File: config.mk
export PLATFORM = sky130hd
export DESIGN_NAME = tcb_lite_interconnect
export DESIGN_NICKNAME = d
export VERILOG_FILES = /design/src/common/tcb_lite_pkg.sv /design/src/interconnect/tcb_lite_arbiter.sv /design/src/interconnect/tcb_lite_decoder.sv /design/src/source/tcb_lite_endian.sv /design/src/source/tcb_lite_interconnect.sv
export SDC_FILE = /design/constraint.sdc
export NUM_CORES = 1
export LEC_CHECK = 0
export ABC_AREA = 1
export ABC_CLOCK_PERIOD_IN_PS = 2000
export BUFFER_PORTS_ARGS = -buffer_cell sky130_fd_sc_hd__buf_2
export CAP_MARGIN = 20
export CORE_AREA = 2 2 167 169
export CTS_BUF_LIST = sky130_fd_sc_hd__clkbuf_16
export DETAILED_ROUTE_END_ITERATION = 12
export DIE_AREA = 0 0 169 171
export GPL_TIMING_DRIVEN = 1
export PLACE_DENSITY = 0.5
export SLEW_MARGIN = 20
export SYNTH_ARGS = -nofsm -noshare
export SYNTH_HDL_FRONTEND = slang
export SYNTH_SLANG_ARGS = --single-unit
File: constraint.sdc
create_clock -name clk -period 2 [get_ports clk]
set_input_delay 0.1 -clock clk [delete_from_list [all_inputs] [get_ports clk]]
set_output_delay 0.1 -clock clk [all_outputs]
set_load 0.01 [all_outputs]
File: src/common/tcb_lite_pkg.sv
/*
 * TCB-Lite shared definitions
 * bus widths, request and response structs, manager index type
 */

package tcb_lite_pkg;

    //////////////////////////////////////////////////
    // bus widths
    //////////////////////////////////////////////////

    localparam int unsigned tcb_dat_w = 32;              // data width
    localparam int unsigned tcb_adr_w = 32;              // address width
    localparam int unsigned tcb_byt_w = tcb_dat_w/8;     // byte lanes
    localparam int unsigned tcb_siz_w = $clog2(tcb_byt_w);  // log size width

    //////////////////////////////////////////////////
    // request and response
    //////////////////////////////////////////////////

    // request, 73 bits, field order as on the flat ports
    typedef struct packed {
        logic                 lck;  // arbitration lock
        logic                 ndn;  // endianness, 0 little, 1 big
        logic                 wen;  // write enable
        logic [tcb_adr_w-1:0] adr;  // address
        logic [tcb_siz_w-1:0] siz;  // transfer size, carried only
        logic [tcb_byt_w-1:0] byt;  // byte enables
        logic [tcb_dat_w-1:0] wdt;  // write data
    } tcb_req_t;

    // response, 33 bits
    typedef struct packed {
        logic [tcb_dat_w-1:0] rdt;  // read data
        logic                 err;  // bus error
    } tcb_rsp_t;

    // which of the two managers
    typedef logic [0:0] tcb_mgr_idx_t;

endpackage: tcb_lite_pkg

File: src/interconnect/tcb_lite_arbiter.sv
/*
 * two-to-one round-robin arbiter with arbitration lock
 * grant held under back-pressure, response routed by delayed index
 */

`timescale 1ns/100ps

module tcb_lite_arbiter #(
    parameter int unsigned DLY = 1  // response delay in cycles
)(
    input  logic                   clk,
    input  logic                   rst_n,
    // one port per manager
    input  logic                   sub_vld [2],
    output logic                   sub_rdy [2],
    input  tcb_lite_pkg::tcb_req_t sub_req [2],
    output tcb_lite_pkg::tcb_rsp_t sub_rsp [2],
    // shared downstream port
    output logic                   man_vld,
    input  logic                   man_rdy,
    output tcb_lite_pkg::tcb_req_t man_req,
    input  tcb_lite_pkg::tcb_rsp_t man_rsp
);

    import tcb_lite_pkg::*;

    tcb_mgr_idx_t pri;              // manager with priority
    logic         lck_on;           // locked sequence open for pri
    tcb_mgr_idx_t gnt;              // current grant
    logic         trn;              // transfer on the shared port
    tcb_mgr_idx_t idx_dly [DLY];    // granted index, one entry per cycle

    //////////////////////////////////////////////////
    // grant
    //////////////////////////////////////////////////

    always_comb begin
        if (lck_on) begin
            gnt     = pri;              // lock owner only
            man_vld = sub_vld[pri];
        end else begin
            gnt     = sub_vld[pri] ? pri : ~pri;
            man_vld = sub_vld[0] | sub_vld[1];
        end
        man_req = sub_req[gnt];
    end

    // rdy back to the winner only
    always_comb begin
        for (int i = 0; i < 2; i++) begin
            sub_rdy[i] = man_rdy & (gnt == tcb_mgr_idx_t'(i));
        end
    end

    assign trn = man_vld & man_rdy;

    // priority and lock state
    always_ff @(posedge clk or negedge rst_n) begin
        if (!rst_n) begin
            pri    <= '0;
            lck_on <= 1'b0;
        end else if (trn) begin
            lck_on <= man_req.lck;                  // lck=0 closes the sequence
            pri    <= man_req.lck ? gnt : ~gnt;     // rotate unless locked
        end else if (man_vld) begin
            pri    <= gnt;  // stalled, keep the same winner next cycle
        end
    end

    //////////////////////////////////////////////////
    // response routing
    //////////////////////////////////////////////////

    always_ff @(posedge clk or negedge rst_n) begin
        if (!rst_n) begin
            for (int i = 0; i < DLY; i++) begin
                idx_dly[i] <= '0;
            end
        end else begin
            idx_dly[0] <= gnt;
            for (int i = 1; i < DLY; i++) begin
                idx_dly[i] <= idx_dly[i-1];  // shift toward the output
            end
        end
    end

    // other manager sees an idle response
    always_comb begin
        for (int i = 0; i < 2; i++) begin
            sub_rsp[i] = (idx_dly[DLY-1] == tcb_mgr_idx_t'(i)) ? man_rsp : '0;
        end
    end

endmodule: tcb_lite_arbiter

File: src/interconnect/tcb_lite_decoder.sv
/*
 * one-to-two address decoder
 * local bus error responder for addresses outside the window
 */

`timescale 1ns/100ps

module tcb_lite_decoder #(
    parameter int unsigned DLY     = 1,   // response delay in cycles
    parameter int unsigned SEL_BIT = 12   // address bit picking the peripheral
)(
    input  logic                   clk,
    input  logic                   rst_n,
    // upstream port
    input  logic                   sub_vld,
    output logic                   sub_rdy,
    input  tcb_lite_pkg::tcb_req_t sub_req,
    output tcb_lite_pkg::tcb_rsp_t sub_rsp,
    // peripheral ports
    output logic                   man_vld [2],
    input  logic                   man_rdy [2],
    output tcb_lite_pkg::tcb_req_t man_req [2],
    input  tcb_lite_pkg::tcb_rsp_t man_rsp [2]
);

    import tcb_lite_pkg::*;

    // address bits above the select bit
    localparam logic [tcb_adr_w-1:0] win_msk = {tcb_adr_w{1'b1}} << (SEL_BIT+1);

    typedef struct packed {
        logic err;  // decode error
        logic sel;  // peripheral index
    } dec_t;

    dec_t dec;              // decode of the current request
    dec_t dec_dly [DLY];    // decode per cycle, oldest last
    logic trn;

    //////////////////////////////////////////////////
    // request routing
    //////////////////////////////////////////////////

    always_comb begin
        dec.sel = sub_req.adr[SEL_BIT];
        dec.err = |(sub_req.adr & win_msk);
        for (int j = 0; j < 2; j++) begin
            man_vld[j] = sub_vld & ~dec.err & (dec.sel == 1'(j));
            man_req[j] = sub_req;   // vld tells which one is live
        end
        sub_rdy = dec.err | man_rdy[dec.sel];   // errors accepted at once
    end

    assign trn = sub_vld & sub_rdy;

    always_ff @(posedge clk or negedge rst_n) begin
        if (!rst_n) begin
            for (int i = 0; i < DLY; i++) begin
                dec_dly[i] <= '0;
            end
        end else begin
            dec_dly[0] <= '{err: trn & dec.err, sel: dec.sel};
            for (int i = 1; i < DLY; i++) begin
                dec_dly[i] <= dec_dly[i-1];
            end
        end
    end

    // response merge
    always_comb begin
        if (dec_dly[DLY-1].err) begin
            sub_rsp.rdt = '0;
            sub_rsp.err = 1'b1;
        end else begin
            sub_rsp = man_rsp[dec_dly[DLY-1].sel];
        end
    end

endmodule: tcb_lite_decoder

File: src/source/tcb_lite_endian.sv
/*
 * endianness converter, big-endian requests to little-endian lanes
 * read data lanes swapped back after the response delay
 */

`timescale 1ns/100ps

module tcb_lite_endian #(
    parameter int unsigned DLY = 1  // response delay in cycles
)(
    input  logic                   clk,
    input  logic                   rst_n,
    input  logic                   sub_vld,
    output logic                   sub_rdy,
    input  tcb_lite_pkg::tcb_req_t sub_req,
    output tcb_lite_pkg::tcb_rsp_t sub_rsp,
    output logic                   man_vld,
    input  logic                   man_rdy,
    output tcb_lite_pkg::tcb_req_t man_req,
    input  tcb_lite_pkg::tcb_rsp_t man_rsp
);

    import tcb_lite_pkg::*;

    logic swp_dly [DLY];  // swap flag per cycle

    // reverse byte lanes of a data word
    function automatic logic [tcb_dat_w-1:0] swap_dat(input logic [tcb_dat_w-1:0] dat);
        logic [tcb_dat_w-1:0] tmp;
        for (int b = 0; b < tcb_byt_w; b++) begin
            tmp[8*b +: 8] = dat[8*(tcb_byt_w-1-b) +: 8];
        end
        return tmp;
    endfunction

    // same for the byte enables
    function automatic logic [tcb_byt_w-1:0] swap_byt(input logic [tcb_byt_w-1:0] byt);
        logic [tcb_byt_w-1:0] tmp;
        for (int b = 0; b < tcb_byt_w; b++) begin
            tmp[b] = byt[tcb_byt_w-1-b];
        end
        return tmp;
    endfunction

    always_comb begin
        man_vld = sub_vld;
        sub_rdy = man_rdy;
        man_req = sub_req;
        if (sub_req.ndn) begin
            man_req.ndn = 1'b0;                     // peripherals are little-endian
            man_req.wdt = swap_dat(sub_req.wdt);
            man_req.byt = swap_byt(sub_req.byt);
        end
    end

    always_ff @(posedge clk or negedge rst_n) begin
        if (!rst_n) begin
            for (int i = 0; i < DLY; i++) swp_dly[i] <= 1'b0;
        end else begin
            swp_dly[0] <= sub_vld & sub_rdy & sub_req.ndn;  // only real transfers
            for (int i = 1; i < DLY; i++) swp_dly[i] <= swp_dly[i-1];
        end
    end

    assign sub_rsp.rdt = swp_dly[DLY-1] ? swap_dat(man_rsp.rdt) : man_rsp.rdt;
    assign sub_rsp.err = man_rsp.err;

endmodule: tcb_lite_endian

File: src/source/tcb_lite_interconnect.sv
/*
 * TCB-Lite interconnect top, two managers to two peripherals
 * flat ports packed into structs, arbiter then endian converter then decoder
 */

`timescale 1ns/100ps

module tcb_lite_interconnect #(
    parameter int unsigned DLY     = 1,   // response delay
    parameter int unsigned SEL_BIT = 12   // peripheral select bit
)(
    input  logic                                 clk,
    input  logic                                 rst_n,
    // manager side
    input  logic                                 sub_vld     [2],
    output logic                                 sub_rdy     [2],
    input  logic                                 sub_req_lck [2],
    input  logic                                 sub_req_ndn [2],
    input  logic                                 sub_req_wen [2],
    input  logic [tcb_lite_pkg::tcb_adr_w-1:0]   sub_req_adr [2],
    input  logic [tcb_lite_pkg::tcb_siz_w-1:0]   sub_req_siz [2],
    input  logic [tcb_lite_pkg::tcb_byt_w-1:0]   sub_req_byt [2],
    input  logic [tcb_lite_pkg::tcb_dat_w-1:0]   sub_req_wdt [2],
    output logic [tcb_lite_pkg::tcb_dat_w-1:0]   sub_rsp_rdt [2],
    output logic                                 sub_rsp_err [2],
    // peripheral side
    output logic                                 man_vld     [2],
    input  logic                                 man_rdy     [2],
    output logic                                 man_req_lck [2],
    output logic                                 man_req_ndn [2],
    output logic                                 man_req_wen [2],
    output logic [tcb_lite_pkg::tcb_adr_w-1:0]   man_req_adr [2],
    output logic [tcb_lite_pkg::tcb_siz_w-1:0]   man_req_siz [2],
    output logic [tcb_lite_pkg::tcb_byt_w-1:0]   man_req_byt [2],
    output logic [tcb_lite_pkg::tcb_dat_w-1:0]   man_req_wdt [2],
    input  logic [tcb_lite_pkg::tcb_dat_w-1:0]   man_rsp_rdt [2],
    input  logic                                 man_rsp_err [2]
);

    import tcb_lite_pkg::*;

    tcb_req_t sub_req [2];  // packed manager requests
    tcb_rsp_t sub_rsp [2];
    tcb_req_t man_req [2];  // packed peripheral requests
    tcb_rsp_t man_rsp [2];
    logic     arb_vld, arb_rdy, dec_vld, dec_rdy;  // chain handshakes
    tcb_req_t arb_req, dec_req;
    tcb_rsp_t arb_rsp, dec_rsp;

    //////////////////////////////////////////////////
    // port packing
    //////////////////////////////////////////////////

    for (genvar i = 0; i < 2; i++) begin: g_port
        assign sub_req[i] = '{lck: sub_req_lck[i], ndn: sub_req_ndn[i], wen: sub_req_wen[i],
                              adr: sub_req_adr[i], siz: sub_req_siz[i], byt: sub_req_byt[i],
                              wdt: sub_req_wdt[i]};
        assign sub_rsp_rdt[i] = sub_rsp[i].rdt;
        assign sub_rsp_err[i] = sub_rsp[i].err;
        assign {man_req_lck[i], man_req_ndn[i], man_req_wen[i], man_req_adr[i],
                man_req_siz[i], man_req_byt[i], man_req_wdt[i]} = man_req[i];
        assign man_rsp[i] = '{rdt: man_rsp_rdt[i], err: man_rsp_err[i]};
    end: g_port

    //////////////////////////////////////////////////
    // request chain
    //////////////////////////////////////////////////

    tcb_lite_arbiter #(.DLY (DLY)) i_arbiter (
        .clk (clk), .rst_n (rst_n),
        .sub_vld (sub_vld), .sub_rdy (sub_rdy), .sub_req (sub_req), .sub_rsp (sub_rsp),
        .man_vld (arb_vld), .man_rdy (arb_rdy), .man_req (arb_req), .man_rsp (arb_rsp)
    );

    tcb_lite_endian #(.DLY (DLY)) i_endian (
        .clk (clk), .rst_n (rst_n),
        .sub_vld (arb_vld), .sub_rdy (arb_rdy), .sub_req (arb_req), .sub_rsp (arb_rsp),
        .man_vld (dec_vld), .man_rdy (dec_rdy), .man_req (dec_req), .man_rsp (dec_rsp)
    );

    tcb_lite_decoder #(.DLY (DLY), .SEL_BIT (SEL_BIT)) i_decoder (
        .clk (clk), .rst_n (rst_n),
        .sub_vld (dec_vld), .sub_rdy (dec_rdy), .sub_req (dec_req), .sub_rsp (dec_rsp),
        .man_vld (man_vld), .man_rdy (man_rdy), .man_req (man_req), .man_rsp (man_rsp)
    );

endmodule: tcb_lite_interconnect

==> impl_metrics.env <==
export IMPL_status="finished with violations"
export IMPL_violations="setup timing"
export IMPL_p_clk_frac=0.028
export IMPL_first_pass_iters=4
export IMPL_path_class="register to output port"
export IMPL_ys_ff_latch=6
export IMPL_core_area_sq_um=27300
export IMPL_start_util=0.128
export IMPL_rr_startpoint="i_arbiter.pri"
export IMPL_synth_cell_types=32
export IMPL_yosysSeqAreaShare=0.0430
export IMPL_clockRootBuffer="clkbuf_16"
export IMPL_rsz0062_at_grt="true"
export IMPL_period_share=1.14
export IMPL_path_buf_inv=2
export IMPL_drive_gt1_frac=0.567
export IMPL_grt_pass1_wl_mm=25.2
export IMPL_pwr_share_seq=0.021
export IMPL_clk_latency_ns=0.23
export IMPL_grt_antenna_before_repair=1
export IMPL_finalNetCount=1287
export IMPL_cpMaxStageDelayCell="dfrtp_1"
export IMPL_fillers=3143
export IMPL_syn_avg_cell_area_sq_um=5.18
export IMPL_ctsHtreeMaxLevel=1
export IMPL_drtAntennaViolNets=0
export IMPL_arrival_ns=2.17
export IMPL_r2r_cells=15
export IMPL_setup_slack_ns=-0.273
export IMPL_power_leakage_nw=3.93
export IMPL_power_density_nw_per_um2=1740
export IMPL_timing_rr_end="i_arbiter.lck_on"
export IMPL_crit_chain="o21ai_4 > nand2_8 > buf_8 > nand2_4 > nand2_4 > nor2_2 > nand2_2 > nor4_4 > nand2_1 > nor2_1 > buf_2"
export IMPL_layout_commonest_cell="buf_2"
export IMPL_num_rows=61
export IMPL_syn_inst=675
export IMPL_required_ns=1.90
export IMPL_cts_clk_slew_worst_paths_ns=0.04
export IMPL_multi_input_area_sq_um=2730
export IMPL_max_cap_violations=0
export IMPL_skew_ns=0.00388
export IMPL_clock_path_buffers=2
export IMPL_cts_made_buffers=3
export IMPL_worstMarginPinSlew_ns=0.494
export IMPL_wl_met1_mm=7.26
export IMPL_grt_max_degree=65
export IMPL_end_kind="output port"
export IMPL_cts_sinks=6
export IMPL_cts_tree="yes"
export IMPL_sw_frac_of_total=0.554
export IMPL_combPwrFrac=0.951
export IMPL_final_util=0.245
export IMPL_area_growth_pct=91.7
export IMPL_wl_met2_mm=10.9
export IMPL_avgRoutedWirePerCell_microns=13.9
export IMPL_track_usage=0.112
export IMPL_antenna_cells=0
export IMPL_ir_worst_vdd_v=0.000966
export IMPL_die_area_sq_um=28900
export IMPL_route_detailed_drc=0
export IMPL_place_congestion=0.833
export IMPL_drt_iter0_markers=168
export IMPL_die_y_microns=171
export IMPL_relSlewSlack=0.669
export IMPL_fin_crit_ns=2.27
export IMPL_hold_viol=0
export IMPL_cp_max_fo=8
export IMPL_r2r_slack_ns=-0.09
export IMPL_intPower_mw=5.19
export IMPL_met3_length_mm=1.31
export IMPL_fmax_mhz=440
export IMPL_path_delay_family="simple AND/OR/NAND/NOR gates"
export IMPL_vias_per_cell=3.97
export IMPL_setup_violations=80
export IMPL_drt_wl_total_mm=19.7
export IMPL_slew_viol_final=0
export IMPL_vias=5608
export IMPL_whs_ns=0.254
export IMPL_netlist_area_sq_um=3490
export IMPL_dp_final_hpwl_mm=15.4
export IMPL_cpPeakStageDelay_ns=0.40
export IMPL_crit_start="i_arbiter.lck_on"
export IMPL_dp_slack_ns=-0.106
export IMPL_die_w_microns=169
export IMPL_first_global_vias=4763
export IMPL_overflow=0
export IMPL_top_layer_used="met5"
export IMPL_register_area_sq_um=151
export IMPL_pin_count=434
export IMPL_final_cell_mix="buf_2, nand2_1, nor2_1"
export IMPL_io_buffers=431
export IMPL_crit_top_cell="nand2_4"
export IMPL_power_switching_mw=6.45
export IMPL_start_kind="register"
export IMPL_hold_class="input pin to asynchronous set/reset pin"
export IMPL_yosysWarnings=0
worst register-to-register path, cell delays in order (launching register included):
cell,delay (ns)
dfrtp_1,0.42
o21ai_4,0.12
buf_4,0.17
nand2_8,0.09
buf_12,0.12
nand2_1,0.05
nand2_1,0.08
nand2_1,0.07
nor2_2,0.12
nand2_2,0.11
nor2_2,0.15
nand3_2,0.11
buf_4,0.16
nand2_2,0.07
nand2_1,0.05
o21a_1,0.10
registers in the layout, summed over array words and instances, names as in the netlist:
| register | count |
|---|---|
| i_arbiter.idx_dly | 1 |
| i_arbiter.pri | 1 |
| i_decoder.dec_dly | 2 |
| i_arbiter.lck_on | 1 |
| i_endian.swp_dly | 1 |
routing by layer:
| metal | vias to the layer above | global-route usage |
|---|---|---|
| met5 | - | 0 |
| met4 | 2 | 0.00669 |
| met3 | 11 | 0.0176 |
| met2 | 283 | 0.234 |
| met1 | 2498 | 0.121 |
| li1 | 2814 | - |
kinds of logic (layout without fill, tap and decap cells):
family / after synthesis / after routing / share of synthesized area
AOI/OAI and AO/OA: 111 / 111 / 0.167
buffers and inverters: 183 / 574 / 0.288
DFF: 6 / 6 / 0.0430
muxes: 37 / 37 / 0.106
other: 1 / 2 / 0.00107
and+or+nand+nor: 337 / 338 / 0.395
worst max path at each step:
stage / end / slack (ns) / cells after the start
detailed placement: man_req_wdt[1] / -0.11 / 10
global route: man_vld[0] / -0.37 / 11
CTS: man_vld[0] / -0.26 / 11
floorplan: man_req_byt[5] / -0.04 / 11
finish: man_vld[0] / -0.27 / 11
global placement: man_req_wdt[54] / -0.09 / 10
final cells by class:
| cell class | count | area share |
|---|---|---|
| sequential | 6 | 0.0226 |
| timing repair buffer | 503 | 0.454 |
| tap | 346 | 0.0646 |
| clock buffer | 3 | 0.0112 |
| inverter | 67 | 0.0390 |
| multi-input combinational | 488 | 0.408 |
| clock inverter | 1 | 0.000560 |
through the flow:
stage | instances | area [sq um] | power (mW) | setup TNS [ns]
4_1_cts | 1397 | 6100 | 10.3 | -11.87
6_report | 1414 | 6700 | 11.6 | -11.32
3_5_place_dp | 1389 | 5840 | 9.53 | -1.78
2_1_floorplan | 676 | 3500 | 6.39 | -0.645
3_3_place_gp | 1389 | 5840 | 9.57 | -1.23
5_1_grt | 1414 | 6700 | 12.6 | -20.28
Yosys cell counts, drive strengths merged:
cell | n | area [sq um]
or2 | 2 | 12.5
dfrtp | 6 | 150
nor2 | 97 | 374
conb | 1 | 3.75
o21ai | 61 | 328
nor4 | 1 | 12.5
clkbuf | 25 | 95.1
a21oi | 48 | 240
nand3b | 7 | 52.6
nand4 | 1 | 6.26
nand3 | 5 | 30.0
nand2 | 224 | 892
buf | 91 | 661
a211oi | 1 | 7.51
o21a | 1 | 7.51
inv | 67 | 251
mux2i | 37 | 370
power groups by stage:
stage	Sequential (mW)	Clock (mW)	Combinational (mW)
finish	0.242	0.324	11.1
floorplan	0.216	0	6.17
global route	0.252	0.343	12.0
global placement	0.241	0	9.33
detailed placement	0.243	0	9.28
CTS	0.244	0.331	9.71
timing repair:
| item | in CTS | in global routing |
|---|---|---|
| resized for setup | 42 | 88 |
| hold buffers | 1 | 0 |
| cloned | 0 | 7 |
| buffers inserted | 3 | 10 |
| setup endpoints to repair | 82 | 109 |
| pin swaps | 5 | 6 |
| hold endpoints to repair | 6 | 0 |
(Power assumes the default switching activity.)
